--- config.mk ---
export PLATFORM = sky130hd
export DESIGN_NAME = i2c_master
export DESIGN_NICKNAME = d
export VERILOG_FILES = /design/src/rtl/i2c_proto_pkg.sv /design/src/rtl/i2c_cfg_pkg.sv /design/src/rtl/i2c_master.sv /design/src/rtl/i2c_master_fsm.sv /design/src/rtl/i2c_byte_engine.sv /design/src/rtl/i2c_scl_gen.sv
export SDC_FILE = /design/constraint.sdc
export NUM_CORES = 1
export LEC_CHECK = 0
export BUFFER_PORTS_ARGS = -buffer_cell sky130_fd_sc_hd__buf_2
export CAP_MARGIN = 40
export CORE_AREA = 2 2 89 91
export CTS_CLUSTER_SIZE = 25
export DETAILED_ROUTE_END_ITERATION = 10
export DIE_AREA = 0 0 91 93
export PLACE_DENSITY_LB_ADDON = 0.1
export SETUP_SLACK_MARGIN = 0.1
export SKIP_CTS_REPAIR_TIMING = 1
export SLEW_MARGIN = 10
export SYNTH_ARGS = -nofsm -noshare
export SYNTH_HDL_FRONTEND = slang
export SYNTH_SLANG_ARGS = --single-unit
--- constraint.sdc ---
create_clock -name clk -period 2.55 [get_ports clk]
set_input_delay 0.1275 -clock clk [delete_from_list [all_inputs] [get_ports clk]]
set_output_delay 0.1275 -clock clk [all_outputs]
set_load 0.01 [all_outputs]
--- src/rtl/i2c_proto_pkg.sv ---
// I2C protocol definitions
// sequencer states, byte engine opcodes and bit-level constants

package i2c_proto_pkg;

    // transaction phases of the sequencer
    typedef enum logic [3:0] {
        IDLE,
        READY,
        START,
        RSTART,         // repeated start before the read address
        DEV_ADDR_W,
        DEV_ADDR_R,
        WORD_ADDR,
        WR_DATA,
        RD_DATA,
        STOP
    } i2c_state_e;

    // byte engine commands
    typedef enum logic [1:0] {
        OP_NONE,
        OP_SEND,        // shift out, sample target ack
        OP_RECV_ACK,    // shift in, master acks
        OP_RECV_NACK    // shift in, master nacks the last byte
    } byte_op_e;

    localparam int   BITS_PER_BYTE = 8;
    localparam logic RW_WRITE      = 1'b0;
    localparam logic RW_READ       = 1'b1;

endpackage

--- src/rtl/i2c_cfg_pkg.sv ---
// I2C controller configuration
// system clock, bus clock and the derived divider and delay values

package i2c_cfg_pkg;

    // ==================================================
    // clocks
    // ==================================================
    localparam int SYS_CLK_HZ = 50_000_000;     // system clock
    localparam int SCL_HZ     = 400_000;        // fast mode bus clock

    // ==================================================
    // derived timing
    // ==================================================
    // system cycles per scl period
    localparam int SCL_DIV   = SYS_CLK_HZ / SCL_HZ;
    localparam int SCL_CNT_W = $clog2(SCL_DIV);

    // idle gap before ready, also between transfers
    localparam int STARTUP_DELAY = 2 * SCL_DIV;

endpackage
--- src/rtl/i2c_master.sv ---
`timescale 1ns/1ps

// I2C master top level
// clock generator, byte engine and sequencer behind a start/ready host port

module i2c_master import i2c_proto_pkg::*; (
    input  logic       clk,
    input  logic       rst_n,
    // host side
    input  logic       start_i,
    input  logic       rw_i,
    input  logic [6:0] dev_addr_i,
    input  logic [7:0] word_addr_i,
    input  logic [7:0] len_i,
    input  logic [7:0] wdata_i,
    output logic       ready_o,
    output logic       done_o,
    output logic       error_o,
    output logic       wvalid_o,
    output logic       rvalid_o,
    output logic [7:0] rdata_o,
    // bus side
    output logic       scl_o,
    input  logic       sda_i,
    output logic       sda_o,
    output logic       sda_oe_o
);

    logic       scl_run;
    logic       scl_high_stb;
    logic       scl_low_stb;
    byte_op_e   byte_op;
    logic [7:0] byte_tx;
    logic       cond_start;
    logic       cond_stop;
    logic       cond_rstart;
    logic       byte_done;
    logic       ack_ok;
    logic [7:0] rx_byte;

    i2c_scl_gen u_scl_gen (
        .clk            (clk),
        .rst_n          (rst_n),
        .run_i          (scl_run),
        .scl_o          (scl_o),
        .scl_high_stb_o (scl_high_stb),
        .scl_low_stb_o  (scl_low_stb)
    );

    i2c_byte_engine u_byte_engine (
        .clk            (clk),
        .rst_n          (rst_n),
        .scl_high_stb_i (scl_high_stb),
        .scl_low_stb_i  (scl_low_stb),
        .op_i           (byte_op),
        .tx_byte_i      (byte_tx),
        .cond_start_i   (cond_start),
        .cond_stop_i    (cond_stop),
        .cond_rstart_i  (cond_rstart),
        .sda_i          (sda_i),
        .sda_o          (sda_o),
        .sda_oe_o       (sda_oe_o),
        .byte_done_o    (byte_done),
        .ack_ok_o       (ack_ok),
        .rx_byte_o      (rx_byte)
    );

    i2c_master_fsm u_fsm (
        .clk            (clk),
        .rst_n          (rst_n),
        .start_i        (start_i),
        .rw_i           (rw_i),
        .dev_addr_i     (dev_addr_i),
        .word_addr_i    (word_addr_i),
        .len_i          (len_i),
        .wdata_i        (wdata_i),
        .byte_done_i    (byte_done),
        .ack_ok_i       (ack_ok),
        .rx_byte_i      (rx_byte),
        .scl_high_stb_i (scl_high_stb),
        .run_o          (scl_run),
        .op_o           (byte_op),
        .tx_byte_o      (byte_tx),
        .cond_start_o   (cond_start),
        .cond_stop_o    (cond_stop),
        .cond_rstart_o  (cond_rstart),
        .ready_o        (ready_o),
        .done_o         (done_o),
        .error_o        (error_o),
        .wvalid_o       (wvalid_o),
        .rvalid_o       (rvalid_o),
        .rdata_o        (rdata_o)
    );

endmodule

--- src/rtl/i2c_master_fsm.sv ---
`timescale 1ns/1ps

// I2C transaction sequencer
// takes host commands, steps through the bus phases and reports status

module i2c_master_fsm
    import i2c_cfg_pkg::*;
    import i2c_proto_pkg::*;
(
    input  logic       clk,
    input  logic       rst_n,
    input  logic       start_i,
    input  logic       rw_i,
    input  logic [6:0] dev_addr_i,
    input  logic [7:0] word_addr_i,
    input  logic [7:0] len_i,
    input  logic [7:0] wdata_i,
    input  logic       byte_done_i,
    input  logic       ack_ok_i,
    input  logic [7:0] rx_byte_i,
    input  logic       scl_high_stb_i,
    output logic       run_o,
    output byte_op_e   op_o,
    output logic [7:0] tx_byte_o,
    output logic       cond_start_o,
    output logic       cond_stop_o,
    output logic       cond_rstart_o,
    output logic       ready_o,
    output logic       done_o,
    output logic       error_o,
    output logic       wvalid_o,
    output logic       rvalid_o,
    output logic [7:0] rdata_o
);

    i2c_state_e state_q, state_d;

    logic [$clog2(STARTUP_DELAY)-1:0] dly_cnt;
    logic       dly_done;
    logic       accept;
    logic       rw_q;
    logic       first_q;        // first data byte still comes from wdata_q
    logic [6:0] dev_q;
    logic [7:0] waddr_q;
    logic [7:0] wdata_q;
    logic [7:0] rem_q;          // data bytes left after the current one
    logic       last_byte;
    logic       send_state;

    assign dly_done   = (int'(dly_cnt) == STARTUP_DELAY - 1);
    assign ready_o    = (state_q == READY);
    assign accept     = ready_o && start_i;
    assign last_byte  = (rem_q == '0);
    assign send_state = state_q inside {DEV_ADDR_W, DEV_ADDR_R, WORD_ADDR, WR_DATA};

    // ==================================================
    // next state
    // ==================================================
    always_comb begin
        state_d = state_q;
        unique case (state_q)
            IDLE:       if (dly_done) state_d = READY;
            READY:      if (start_i) state_d = START;
            START:      if (scl_high_stb_i) state_d = DEV_ADDR_W;
            RSTART:     if (scl_high_stb_i) state_d = DEV_ADDR_R;
            DEV_ADDR_W: if (byte_done_i) state_d = ack_ok_i ? WORD_ADDR : IDLE;
            DEV_ADDR_R: if (byte_done_i) state_d = ack_ok_i ? RD_DATA : IDLE;
            WORD_ADDR: begin
                if (byte_done_i) begin
                    if (!ack_ok_i)
                        state_d = IDLE;
                    else
                        state_d = (rw_q == RW_WRITE) ? WR_DATA : RSTART;
                end
            end
            WR_DATA: begin
                if (byte_done_i) begin
                    if (!ack_ok_i)
                        state_d = IDLE;     // abort, no stop
                    else if (last_byte)
                        state_d = STOP;
                end
            end
            RD_DATA:    if (byte_done_i && last_byte) state_d = STOP;
            STOP:       if (scl_high_stb_i) state_d = IDLE;
            default:    state_d = IDLE;
        endcase
    end

    // ==================================================
    // engine requests
    // ==================================================
    always_comb begin
        run_o         = !(state_q inside {IDLE, READY});
        cond_start_o  = (state_q == START);
        cond_rstart_o = (state_q == RSTART);
        cond_stop_o   = (state_q == STOP);
        op_o          = OP_NONE;
        tx_byte_o     = '0;
        case (state_q)
            DEV_ADDR_W: begin
                op_o      = OP_SEND;
                tx_byte_o = {dev_q, RW_WRITE};
            end
            DEV_ADDR_R: begin
                op_o      = OP_SEND;
                tx_byte_o = {dev_q, RW_READ};
            end
            WORD_ADDR: begin
                op_o      = OP_SEND;
                tx_byte_o = waddr_q;
            end
            WR_DATA: begin
                op_o      = OP_SEND;
                tx_byte_o = first_q ? wdata_q : wdata_i;
            end
            RD_DATA:  op_o = last_byte ? OP_RECV_NACK : OP_RECV_ACK;
            default: ;
        endcase
    end

    // ==================================================
    // control registers and status
    // ==================================================
    always_ff @(posedge clk or negedge rst_n) begin
        if (!rst_n) begin
            state_q  <= IDLE;
            dly_cnt  <= '0;
            rw_q     <= RW_WRITE;
            first_q  <= 1'b0;
            rem_q    <= '0;
            done_o   <= 1'b0;
            error_o  <= 1'b0;
            wvalid_o <= 1'b0;
            rvalid_o <= 1'b0;
        end else begin
            state_q <= state_d;
            dly_cnt <= (state_q == IDLE) ? dly_cnt + 1'b1 : '0;
            if (accept) begin
                rw_q    <= rw_i;
                rem_q   <= len_i;
                first_q <= 1'b1;
            end
            if (byte_done_i && !last_byte &&
                ((state_q == WR_DATA && ack_ok_i) || state_q == RD_DATA))
                rem_q <= rem_q - 1'b1;
            if (byte_done_i && state_q == WR_DATA)
                first_q <= 1'b0;
            done_o   <= (state_q == STOP) && scl_high_stb_i;
            error_o  <= byte_done_i && !ack_ok_i && send_state;
            wvalid_o <= byte_done_i && ack_ok_i && (state_q == WR_DATA);
            rvalid_o <= byte_done_i && (state_q == RD_DATA);
        end
    end

    // command payload and read data
    always_ff @(posedge clk) begin
        if (accept) begin
            dev_q   <= dev_addr_i;
            waddr_q <= word_addr_i;
            wdata_q <= wdata_i;
        end
        if (byte_done_i && state_q == RD_DATA)
            rdata_o <= rx_byte_i;
    end

    a_done_err_excl: assert property (
        @(posedge clk) disable iff (!rst_n)
        !(done_o && error_o)
    ) else $error("done and error asserted together");

endmodule

--- src/rtl/i2c_byte_engine.sv ---
`timescale 1ns/1ps

// I2C byte engine
// shifts one byte plus acknowledge on SDA and shapes START, repeated START and STOP

module i2c_byte_engine import i2c_proto_pkg::*; (
    input  logic       clk,
    input  logic       rst_n,
    input  logic       scl_high_stb_i,
    input  logic       scl_low_stb_i,
    input  byte_op_e   op_i,
    input  logic [7:0] tx_byte_i,
    input  logic       cond_start_i,
    input  logic       cond_stop_i,
    input  logic       cond_rstart_i,
    input  logic       sda_i,
    output logic       sda_o,
    output logic       sda_oe_o,
    output logic       byte_done_o,
    output logic       ack_ok_o,
    output logic [7:0] rx_byte_o
);

    logic       busy;
    byte_op_e   op_q;
    logic [3:0] bit_cnt;        // 0..7 data slots, 8 is the ack slot
    logic [7:0] tx_sr;
    logic       ack_slot;

    assign ack_slot    = (bit_cnt == 4'(BITS_PER_BYTE));
    assign byte_done_o = busy && scl_high_stb_i && ack_slot;
    assign ack_ok_o    = ~sda_i;   // target pulls low to ack

    // ==================================================
    // slot control and sda drive
    // ==================================================
    always_ff @(posedge clk or negedge rst_n) begin
        if (!rst_n) begin
            busy     <= 1'b0;
            op_q     <= OP_NONE;
            bit_cnt  <= '0;
            sda_o    <= 1'b1;
            sda_oe_o <= 1'b0;
        end else if (!busy) begin
            if (op_i != OP_NONE) begin
                busy    <= 1'b1;
                op_q    <= op_i;
                bit_cnt <= '0;
            end
            // bus conditions, sda moves while scl high only here
            if (scl_high_stb_i && (cond_start_i || cond_rstart_i)) begin
                sda_o    <= 1'b0;
                sda_oe_o <= 1'b1;
            end else if (scl_high_stb_i && cond_stop_i) begin
                sda_o    <= 1'b1;
                sda_oe_o <= 1'b0;      // release, pull-up finishes the stop
            end else if (scl_low_stb_i && cond_rstart_i) begin
                sda_o    <= 1'b1;      // raise sda before the repeated start
                sda_oe_o <= 1'b1;
            end else if (scl_low_stb_i && cond_stop_i) begin
                sda_o    <= 1'b0;
                sda_oe_o <= 1'b1;
            end
        end else begin
            if (scl_low_stb_i) begin
                if (ack_slot) begin
                    if (op_q == OP_SEND) begin
                        sda_oe_o <= 1'b0;  // let the target answer
                    end else begin
                        sda_o    <= (op_q == OP_RECV_NACK);
                        sda_oe_o <= 1'b1;
                    end
                end else if (op_q == OP_SEND) begin
                    sda_o    <= (bit_cnt == '0) ? tx_byte_i[7] : tx_sr[7];
                    sda_oe_o <= 1'b1;
                end else begin
                    sda_oe_o <= 1'b0;
                end
            end
            if (scl_high_stb_i) begin
                if (ack_slot) begin
                    busy    <= 1'b0;
                    bit_cnt <= '0;
                end else begin
                    bit_cnt <= bit_cnt + 1'b1;
                end
            end
        end
    end

    // ==================================================
    // shift registers
    // ==================================================
    always_ff @(posedge clk) begin
        // tx byte taken at the first low strobe, msb first
        if (busy && scl_low_stb_i && op_q == OP_SEND && !ack_slot) begin
            if (bit_cnt == '0)
                tx_sr <= {tx_byte_i[6:0], 1'b0};
            else
                tx_sr <= {tx_sr[6:0], 1'b0};
        end
        if (busy && scl_high_stb_i && op_q != OP_SEND && !ack_slot)
            rx_byte_o <= {rx_byte_o[6:0], sda_i};
    end

    // ==================================================
    // checks
    // ==================================================
    // data bits move in the low phase, conditions only on a high strobe
    a_sda_timing: assert property (
        @(posedge clk) disable iff (!rst_n)
        !$stable(sda_o) |-> $past(scl_low_stb_i) ||
            $past(scl_high_stb_i && (cond_start_i || cond_rstart_i || cond_stop_i))
    ) else $error("sda changed outside the scl low phase");

endmodule

--- src/rtl/i2c_scl_gen.sv ---
`timescale 1ns/1ps

// SCL clock generator
// divides the system clock and marks the middle of each SCL half period

module i2c_scl_gen import i2c_cfg_pkg::*; (
    input  logic clk,
    input  logic rst_n,
    input  logic run_i,
    output logic scl_o,
    output logic scl_high_stb_o,
    output logic scl_low_stb_o
);

    logic [SCL_CNT_W-1:0] cnt;

    // ==================================================
    // divider and scl
    // ==================================================
    always_ff @(posedge clk or negedge rst_n) begin
        if (!rst_n) begin
            cnt            <= '0;
            scl_o          <= 1'b1;
            scl_high_stb_o <= 1'b0;
            scl_low_stb_o  <= 1'b0;
        end else if (!run_i) begin
            cnt            <= '0;      // park with scl high
            scl_o          <= 1'b1;
            scl_high_stb_o <= 1'b0;
            scl_low_stb_o  <= 1'b0;
        end else begin
            if (int'(cnt) == SCL_DIV - 1)
                cnt <= '0;
            else
                cnt <= cnt + 1'b1;

            if (int'(cnt) == SCL_DIV / 2 - 1)
                scl_o <= 1'b0;         // falling edge at half period
            else if (int'(cnt) == SCL_DIV - 1)
                scl_o <= 1'b1;

            // quarter period after each edge
            scl_high_stb_o <= (int'(cnt) == SCL_DIV / 4 - 1);
            scl_low_stb_o  <= (int'(cnt) == SCL_DIV / 2 + SCL_DIV / 4 - 1);
        end
    end

    // ==================================================
    // checks
    // ==================================================
    a_stb_exclusive: assert property (
        @(posedge clk) disable iff (!rst_n)
        !(scl_high_stb_o && scl_low_stb_o)
    ) else $error("scl strobes overlap");

endmodule

==> metrics.txt, run 1 <==
clock input transition at the sequential cells of the worst setup and hold paths 0.09 ns; Root Buffer Master sky130_fd_sc_hd__clkbuf_8; Data arrival, critical path 2.64 ns; outcome complete, but fails checks; iteration-0 DRC count of the detailed router 204; Finish-stage setup viols 0; final hold violation count 1; sum of negative setup slack 0 ns; pin count of the biggest net entering global routing 31; Final Slew Violations 0; worst-margin pin slew a little under 0.7 ns; worst clock skew on the final layout 0.008729 ns; worst hold path cell count 3; fraction of registers with async set or reset after synthesis about half; Hold Worst Slack -0.008528 ns; Hold WC Path Type input pin to register; fraction of final layout cells with drive strength greater than 1 19.35%; source of the worst hold timing path len_i[4]; FF-to-FF path depth 7; number of nets in the layout 508; clock tree from TritonCTS done; average routed wire per standard cell 15.38 um; commonest non-fill, non-tap cells in the layout sky130_fd_sc_hd__buf_2 (51), sky130_fd_sc_hd__edfxtp_1 (46), sky130_fd_sc_hd__dfrtp_1 (43); boundary pin count 52; count of standard-cell rows 32; yosys warns 0; distinct cell type count after synthesis 57; Max Fanout on Critical Path 9; net count of the mapped netlist 417; Antenna Diode Count 0; GRT Overall Usage 21.22%; Max-slew headroom between 50% and 60%; Req. time, crit path 2.85 ns; setup slack, reg-to-reg 0.21 ns; number of vias after detailed routing 3,097; post-synthesis sequential area ratio 59.44%; RSZ-0062 raised after global routing no; number of buffers inserted during clock tree synthesis 9; count of input and output buffers 51; switch share about a third; CTS sink cnt 91; global-route wire length before repair 14.08 mm; minimum clock period 2.337 ns; initial antenna violation count 0; routed vias/inst 5.462; register share of total power 48.1%; most common cell after layout, fill and taps aside sky130_fd_sc_hd__buf_2; number of instances in the synthesized netlist 369; Sequential Area 2510 um^2; 1st-pass router iterations 4; Die Area 8463 um^2; Psw 1.371 mW; Worst Setup End Kind register; placeable core region approximately 7500 um^2; wirelength, routed 8.723 mm; via count of the first global-routing pass about 2,900; average instance area after synthesis 11.44 um^2; htree depth 3; largest voltage drop on the vdd net about 0.59 mV; Most used DFF post-synth sky130_fd_sc_hd__edfxtp_1; initial standard-cell utilization of the core 56.10%; total non-filler cell area in the finished layout slightly above 5000 um^2; Cell Int Power 2.817 mW; P per Cell Area 810.9 nW/um^2; start of the worst register-to-register path u_byte_engine.bit_cnt[1]; height of the chip 93 um; share of the clock period used by the worst path 91.66%; endpoint of the worst hold path u_fsm.rem_q[4]; Clk Latency, worst-skew pair roughly 0.36 ns; number of synthesized register bits between 90 and 100; Placer Congestion just under 0.9; Setup CP Type register to register; fillcell total 600; Die X 91 um; global-route congestion overflow total 0; synth-to-layout area growth 22.28%; number of enable-type register cells in the synthesized netlist 46; portion of total power attributed to combinational logic 27.4%; terminus of the critical flop-to-flop path u_fsm.rem_q[5]; CTS max path bufs 2; leakage power figure approximately 2.2 nW; combined area of the multi-input logic cells roughly 1600 um^2; violated checks hold timing; Achievable Freq roughly 430 MHz; launching element type of the critical path register; part of the power in the clock network about 25%; mapped cell area 4223 um^2; DPL Wire Length 5.899 mm; placed inst area about 4600 um^2; count of maximum capacitance violations 0; remaining routing DRC violations 0; DRT antenna net count 0
-- logic make-up (layout without fill, tap and decap cells) --
family                   count (synthesis)  after routing  synth area share [%]
AO/OA/AOI/OAI                           78             78                 12.62
XOR/XNOR                                10             10                 2.074
adder cells (fa/ha/maj)                 12             12                 3.555
buffers and inverters                   28            124                 2.874
flip-flops                              91             91                 59.44
multiplexers                            13             13                 3.170
AND/OR/NAND/NOR                        137            137                 16.27
-- sequential cells by signal (all words and copies together), names as in the netlist, 2 cells and up --
name,count
u_fsm.wdata_q,8
u_byte_engine.bit_cnt,4
u_fsm.rem_q,8
u_scl_gen.cnt,7
u_fsm.dev_q,7
u_byte_engine.rx_byte_o,8
u_fsm.rdata_o,8
u_fsm.state_q,4
u_byte_engine.op_q,2
u_fsm.waddr_q,8
u_byte_engine.tx_sr,7
u_fsm.dly_cnt,8
-- cell type report --
class                      instances  area share [%]
multi-input combinational        250           31.06
tap                              102           2.472
timing repair buffer              93           12.75
sequential                        91           48.61
clock buffer                      10           2.472
inverter                          15           1.090
clock inverter                     6           1.551
-- critical path: stages, from the launching register on --
cell and delay [ns]:
sky130_fd_sc_hd__dfrtp_1 0.43, sky130_fd_sc_hd__inv_1 0.08, sky130_fd_sc_hd__ha_1 0.17, sky130_fd_sc_hd__and3b_1 0.30, sky130_fd_sc_hd__nand3_1 0.30, sky130_fd_sc_hd__or3_1 0.61, sky130_fd_sc_hd__o31a_1 0.33, sky130_fd_sc_hd__nand2_1 0.06
-- Yosys cell counts, drive strengths merged (7+ instances only) --
cell / instances / area [um^2]
inv: 13 / 48.79
nor2: 38 / 142.6
mux2i: 10 / 100.1
nor3: 10 / 55.05
o21ai: 14 / 70.07
dfrtp: 43 / 1076
ha: 12 / 150.1
clkbuf: 8 / 30.03
nand3: 15 / 75.07
edfxtp: 46 / 1381
xor2: 8 / 70.07
nor2b: 9 / 56.30
a21oi: 24 / 120.1
a211oi: 7 / 52.55
nand2: 31 / 116.4
-- worst max path at each step --
stage                             startpoint          endpoint  slack (ns)  cells after the start
floorplan                   u_fsm.state_q[1]    u_fsm.rem_q[2]        0.26                      5
global placement    u_byte_engine.bit_cnt[0]  u_fsm.state_q[3]        0.26                      6
detailed placement  u_byte_engine.bit_cnt[1]  u_fsm.state_q[3]        0.19                      6
CTS                 u_byte_engine.bit_cnt[1]  u_fsm.state_q[3]        0.15                      6
global route        u_byte_engine.bit_cnt[1]    u_fsm.rem_q[5]        0.11                      7
finish              u_byte_engine.bit_cnt[1]    u_fsm.rem_q[5]        0.21                      7
-- metal layers --
| layer | GRT usage, % | routed length (um) | part of all wire (%) |
|---|---|---|---|
| met1 | 28.44 | 4081 | 47 |
| met2 | 33.21 | 4136 | 47 |
| met3 | 7.252 | 368 | 4.2 |
| met4 | 6.061 | 136 | 1.6 |
| met5 | 0 | 0 | 0 |
-- stage by stage --
step | setup WS, ns | std cells | power (mW) | util [%] | hold slack (ns)
after CTS | 0.1533 | 537 | 4.156 | 64.44 | -0.3089
final | 0.2128 | 567 | 4.187 | 68.60 | -0.008528
after floorplan | 0.2560 | 369 | 2.792 | - | -0.1681
after global placement | 0.2623 | 520 | 3.083 | 61.42 | 0.3044
after global routing | 0.1139 | 567 | 4.453 | 68.60 | 0.006528
after detailed placement | 0.1853 | 521 | 3.125 | 61.69 | 0.08647
-- power by group through the flow --
| stage | clock, mW | sequential [mW] | combinational (mW) |
|---|---|---|---|
| after detailed placement | 0 | 2.03 | 1.09 |
| after global placement | 0 | 2.03 | 1.06 |
| after floorplan | 0 | 1.93 | 0.863 |
| final | 1.03 | 2.01 | 1.15 |
| after CTS | 1.05 | 2.01 | 1.10 |
| after global routing | 1.11 | 2.05 | 1.29 |
Power figures use the tool's default switching activity.
==> inputs of run 2 (changes only) <==
Settings changed: SYNTH_HIERARCHICAL from default to 1.
==> run 2 against run 1 <==
Compared with the run above: the flow still finishes with violations (hold timing); synthesized area is 0.92% higher; non-clock buffer count is 1 lower; final area is 0.78% higher; critical endpoint is now u_fsm/state_q[0].
==> metrics.txt, run 2 <==
switch share 19.65% (-13 points); fraction of final layout cells with drive strength greater than 1 23.25% (+3.9 points); launching element type of the critical path register; leakage power figure 2.185 nW (+0.81%); Achievable Freq 455.3 MHz (+6.4%); number of synthesized register bits 91 (unchanged); Worst Setup End Kind register; initial standard-cell utilization of the core 56.62% (+0.52 points); number of instances in the synthesized netlist 363 (-1.6%); final total power 2.798 mW (-33%); via count of the first global-routing pass 2,829 (-3.5%); Finish-stage setup viols 0 (unchanged); cell types occupying the most area after synthesis sky130_fd_sc_hd__edfxtp_1 (32%), sky130_fd_sc_hd__dfrtp_1 (25%), sky130_fd_sc_hd__mux2i_1 (3.8%); final standard cell count with taps included and fillers excluded 558 (-1.6%); Cell Int Power 2.248 mW (-20%); Final Slew Violations 0 (unchanged); fillcell total 611 (+1.8%); global-route congestion overflow total 0 (unchanged); Psw 0.5498 mW (-60%); worst hold path cell count 3 (unchanged); number of vias after detailed routing 3,050 (-1.5%); Most used DFF post-synth sky130_fd_sc_hd__edfxtp_1; Max Fanout on Critical Path 6 (-3); Placer Congestion 0.8343 (-4.1%); clock tree from TritonCTS done; FF-to-FF path depth 10 (+3); fraction of registers with async set or reset after synthesis 49.45% (unchanged); Synth top area share 32.41% (-0.30 points); boundary pin count 52 (unchanged); Root Buffer Master sky130_fd_sc_hd__clkbuf_8; commonest non-fill, non-tap cells in the layout sky130_fd_sc_hd__buf_2 (51), sky130_fd_sc_hd__edfxtp_1 (46), sky130_fd_sc_hd__dfrtp_1 (43); cell type with the largest total area after synthesis sky130_fd_sc_hd__edfxtp_1; placeable core region 7527 um^2 (unchanged); CTS max path bufs 2 (unchanged); initial antenna violation count 0 (unchanged); count of input and output buffers 51 (unchanged); Setup CP Type register to register; portion of total power attributed to combinational logic 3.0% (-24 points); remaining routing DRC violations 0 (unchanged); Clk Latency, worst-skew pair 0.36 ns (about the same); worst clock skew on the final layout 0.01047 ns (+0.001744 ns); worst-margin pin slew 0.7247 ns (+0.04674 ns); start of the worst register-to-register path u_byte_engine/bit_cnt[1]; synth-to-layout area growth 22.11%; largest voltage drop on the vdd net 0.3159 mV (-47%); most common cell after layout, fill and taps aside sky130_fd_sc_hd__buf_2; Data arrival, critical path 2.44 ns (-0.20 ns); count of maximum capacitance violations 0 (unchanged); post-synthesis sequential area ratio 58.90% (-0.54 points); smallest setup slack after layout 0.3538 ns (+0.1410 ns); yosys warns 6 (+6); P per Cell Area 537.7 nW/um^2 (-34%); net count of the mapped netlist 408 (-2.2%); combined area of the multi-input logic cells 1625 um^2 (+1.3%); number of nets in the layout 496 (-2.4%); Antenna Diode Count 0 (unchanged); final hold violation count 1 (unchanged); number of buffers inserted during clock tree synthesis 9 (unchanged); violated checks hold timing; pin count of the biggest net entering global routing 36 (+16%); routed vias/inst 5.466 (about the same); Max-slew headroom 51.51% (-2.9 points); average instance area after synthesis 11.74 um^2 (+2.6%); most repeated cell in the gate-level netlist after synthesis sky130_fd_sc_hd__edfxtp_1; average routed wire per standard cell 14.94 um (-2.9%); 1st-pass router iterations 4 (unchanged); DPL Wire Length 5.645 mm (-4.3%); register share of total power 54.9% (+6.8 points); source of the worst hold timing path len_i[7]; Hold Worst Slack -0.002118 ns (+0.006410 ns); clock input transition at the sequential cells of the worst setup and hold paths 0.09 ns (about the same); post-placement setup slack 0.3705 ns (+0.1852 ns); wirelength, routed 8.334 mm (-4.5%); Hold WC Path Type input pin to register; most frequent cells after synthesis sky130_fd_sc_hd__edfxtp_1 (46), sky130_fd_sc_hd__dfrtp_1 (43), sky130_fd_sc_hd__nor2_1 (37); number of enable-type register cells in the synthesized netlist 46 (unchanged); mapped cell area 4262 um^2 (+0.92%); Die X 91 um (unchanged); count of standard-cell rows 32 (unchanged); RSZ-0062 raised after global routing no; outcome complete, but fails checks; # placed instances 515 (-1.2%); global-route wire length before repair 13.79 mm (-2.1%); Req. time, crit path 2.79 ns (-0.06 ns); htree depth 3 (unchanged); sum of negative setup slack 0 ns (unchanged); distinct cell type count after synthesis 65 (+14%); minimum clock period 2.196 ns (-0.1410 ns); iteration-0 DRC count of the detailed router 206 (+0.98%); height of the chip 93 um (unchanged); source of the critical timing path u_byte_engine/bit_cnt[1]; share of the clock period used by the worst path 86.13% (-5.5 points); DRT antenna net count 0 (unchanged); Sequential Area 2510 um^2 (unchanged); Die Area 8463 um^2 (unchanged); CTS sink cnt 91 (unchanged); part of the power in the clock network 42.1% (+18 points); GRT Overall Usage 20.67% (-0.55 points)
## run 2: changes by cell type after synthesis, moves of 3 or more
cell,previous run,this run
sky130_fd_sc_hd__and2_1,1,4
sky130_fd_sc_hd__xor2_1,8,5
sky130_fd_sc_hd__mux2_2,3,10
sky130_fd_sc_hd__nor3_1,9,5
sky130_fd_sc_hd__ha_1,12,9
sky130_fd_sc_hd__a211oi_1,7,3
sky130_fd_sc_hd__buf_2,1,4
sky130_fd_sc_hd__a21oi_1,24,18
sky130_fd_sc_hd__nor2b_1,9,5
sky130_fd_sc_hd__o21bai_1,3,0
sky130_fd_sc_hd__mux2i_1,10,16
sky130_fd_sc_hd__a31o_2,3,0
## run 2: logic make-up after synthesis
kind of cell | after synthesis | share of synthesized area (%)
xor+xnor | 7 | 1.439
flops | 91 | 58.90
buf+inv | 29 | 3.024
compound gates | 67 | 10.63
mux | 27 | 6.753
simple gates | 133 | 16.62
fa+ha+maj | 9 | 2.642
## run 2: critical path, stage by stage, from the launching register on
cell and delay [ns]:
sky130_fd_sc_hd__dfrtp_1 0.42, sky130_fd_sc_hd__inv_1 0.09, sky130_fd_sc_hd__ha_1 0.23, sky130_fd_sc_hd__nand3b_4 0.13, sky130_fd_sc_hd__nor2_2 0.14, sky130_fd_sc_hd__inv_1 0.09
sky130_fd_sc_hd__o2111ai_1 0.18, sky130_fd_sc_hd__o211ai_1 0.13, sky130_fd_sc_hd__a211oi_1 0.17, sky130_fd_sc_hd__buf_4 0.17, sky130_fd_sc_hd__mux2_2 0.32
## run 2: power groups by stage
stage	logic (mW)	clock network, mW	registers, mW
6_report	0.0840	1.18	1.54
2_1_floorplan	0.00539	0	1.57
3_5_place_dp	0.0529	0	1.57
3_3_place_gp	0.0479	0	1.57
5_1_grt	0.0944	1.26	1.54
4_1_cts	0.0533	1.21	1.54
## run 2: routing by layer
| layer | share of wire, % | vias to the layer above | global-route usage [%] |
|---|---|---|---|
| met5 | 0 | - | 0 |
| met4 | 1.7 | 0 | 8.207 |
| met3 | 4.5 | 16 | 4.432 |
| met2 | 46 | 83 | 30.49 |
| met1 | 47 | 1450 | 30.21 |
| li1 | - | 1501 | - |
## run 2: area by class of cell
cell class / instances / area share (%)
sequential: 91 / 48.23
multi-input combinational: 243 / 31.23
timing repair buffer: 92 / 12.36
tap: 102 / 2.453
clock buffer: 9 / 2.380
clock inverter: 7 / 2.332
inverter: 14 / 1.010
## run 2: path summary, 6_finish.rpt
| kind | endpoint | slack [ns] |
|---|---|---|
| max | u_fsm/state_q[0] | 0.35 |
| min reg2reg | u_fsm/rdata_o[7] | 0.43 |
| min in group asynchronous | u_byte_engine/bit_cnt[0] | 0.17 |
| max in group asynchronous | u_scl_gen/scl_o | 1.85 |
| max reg2reg | u_fsm/state_q[0] | 0.35 |
| min | u_fsm/rem_q[7] | -0.002 |
## run 2: per-stage QoR
step / util (%) / area (um^2)
after floorplan: - / 4264
after global placement: 62.02 / 4668
after detailed placement: 62.28 / 4688
after CTS: 65.54 / 4933
after global routing: 69.13 / 5204
final: 69.13 / 5204
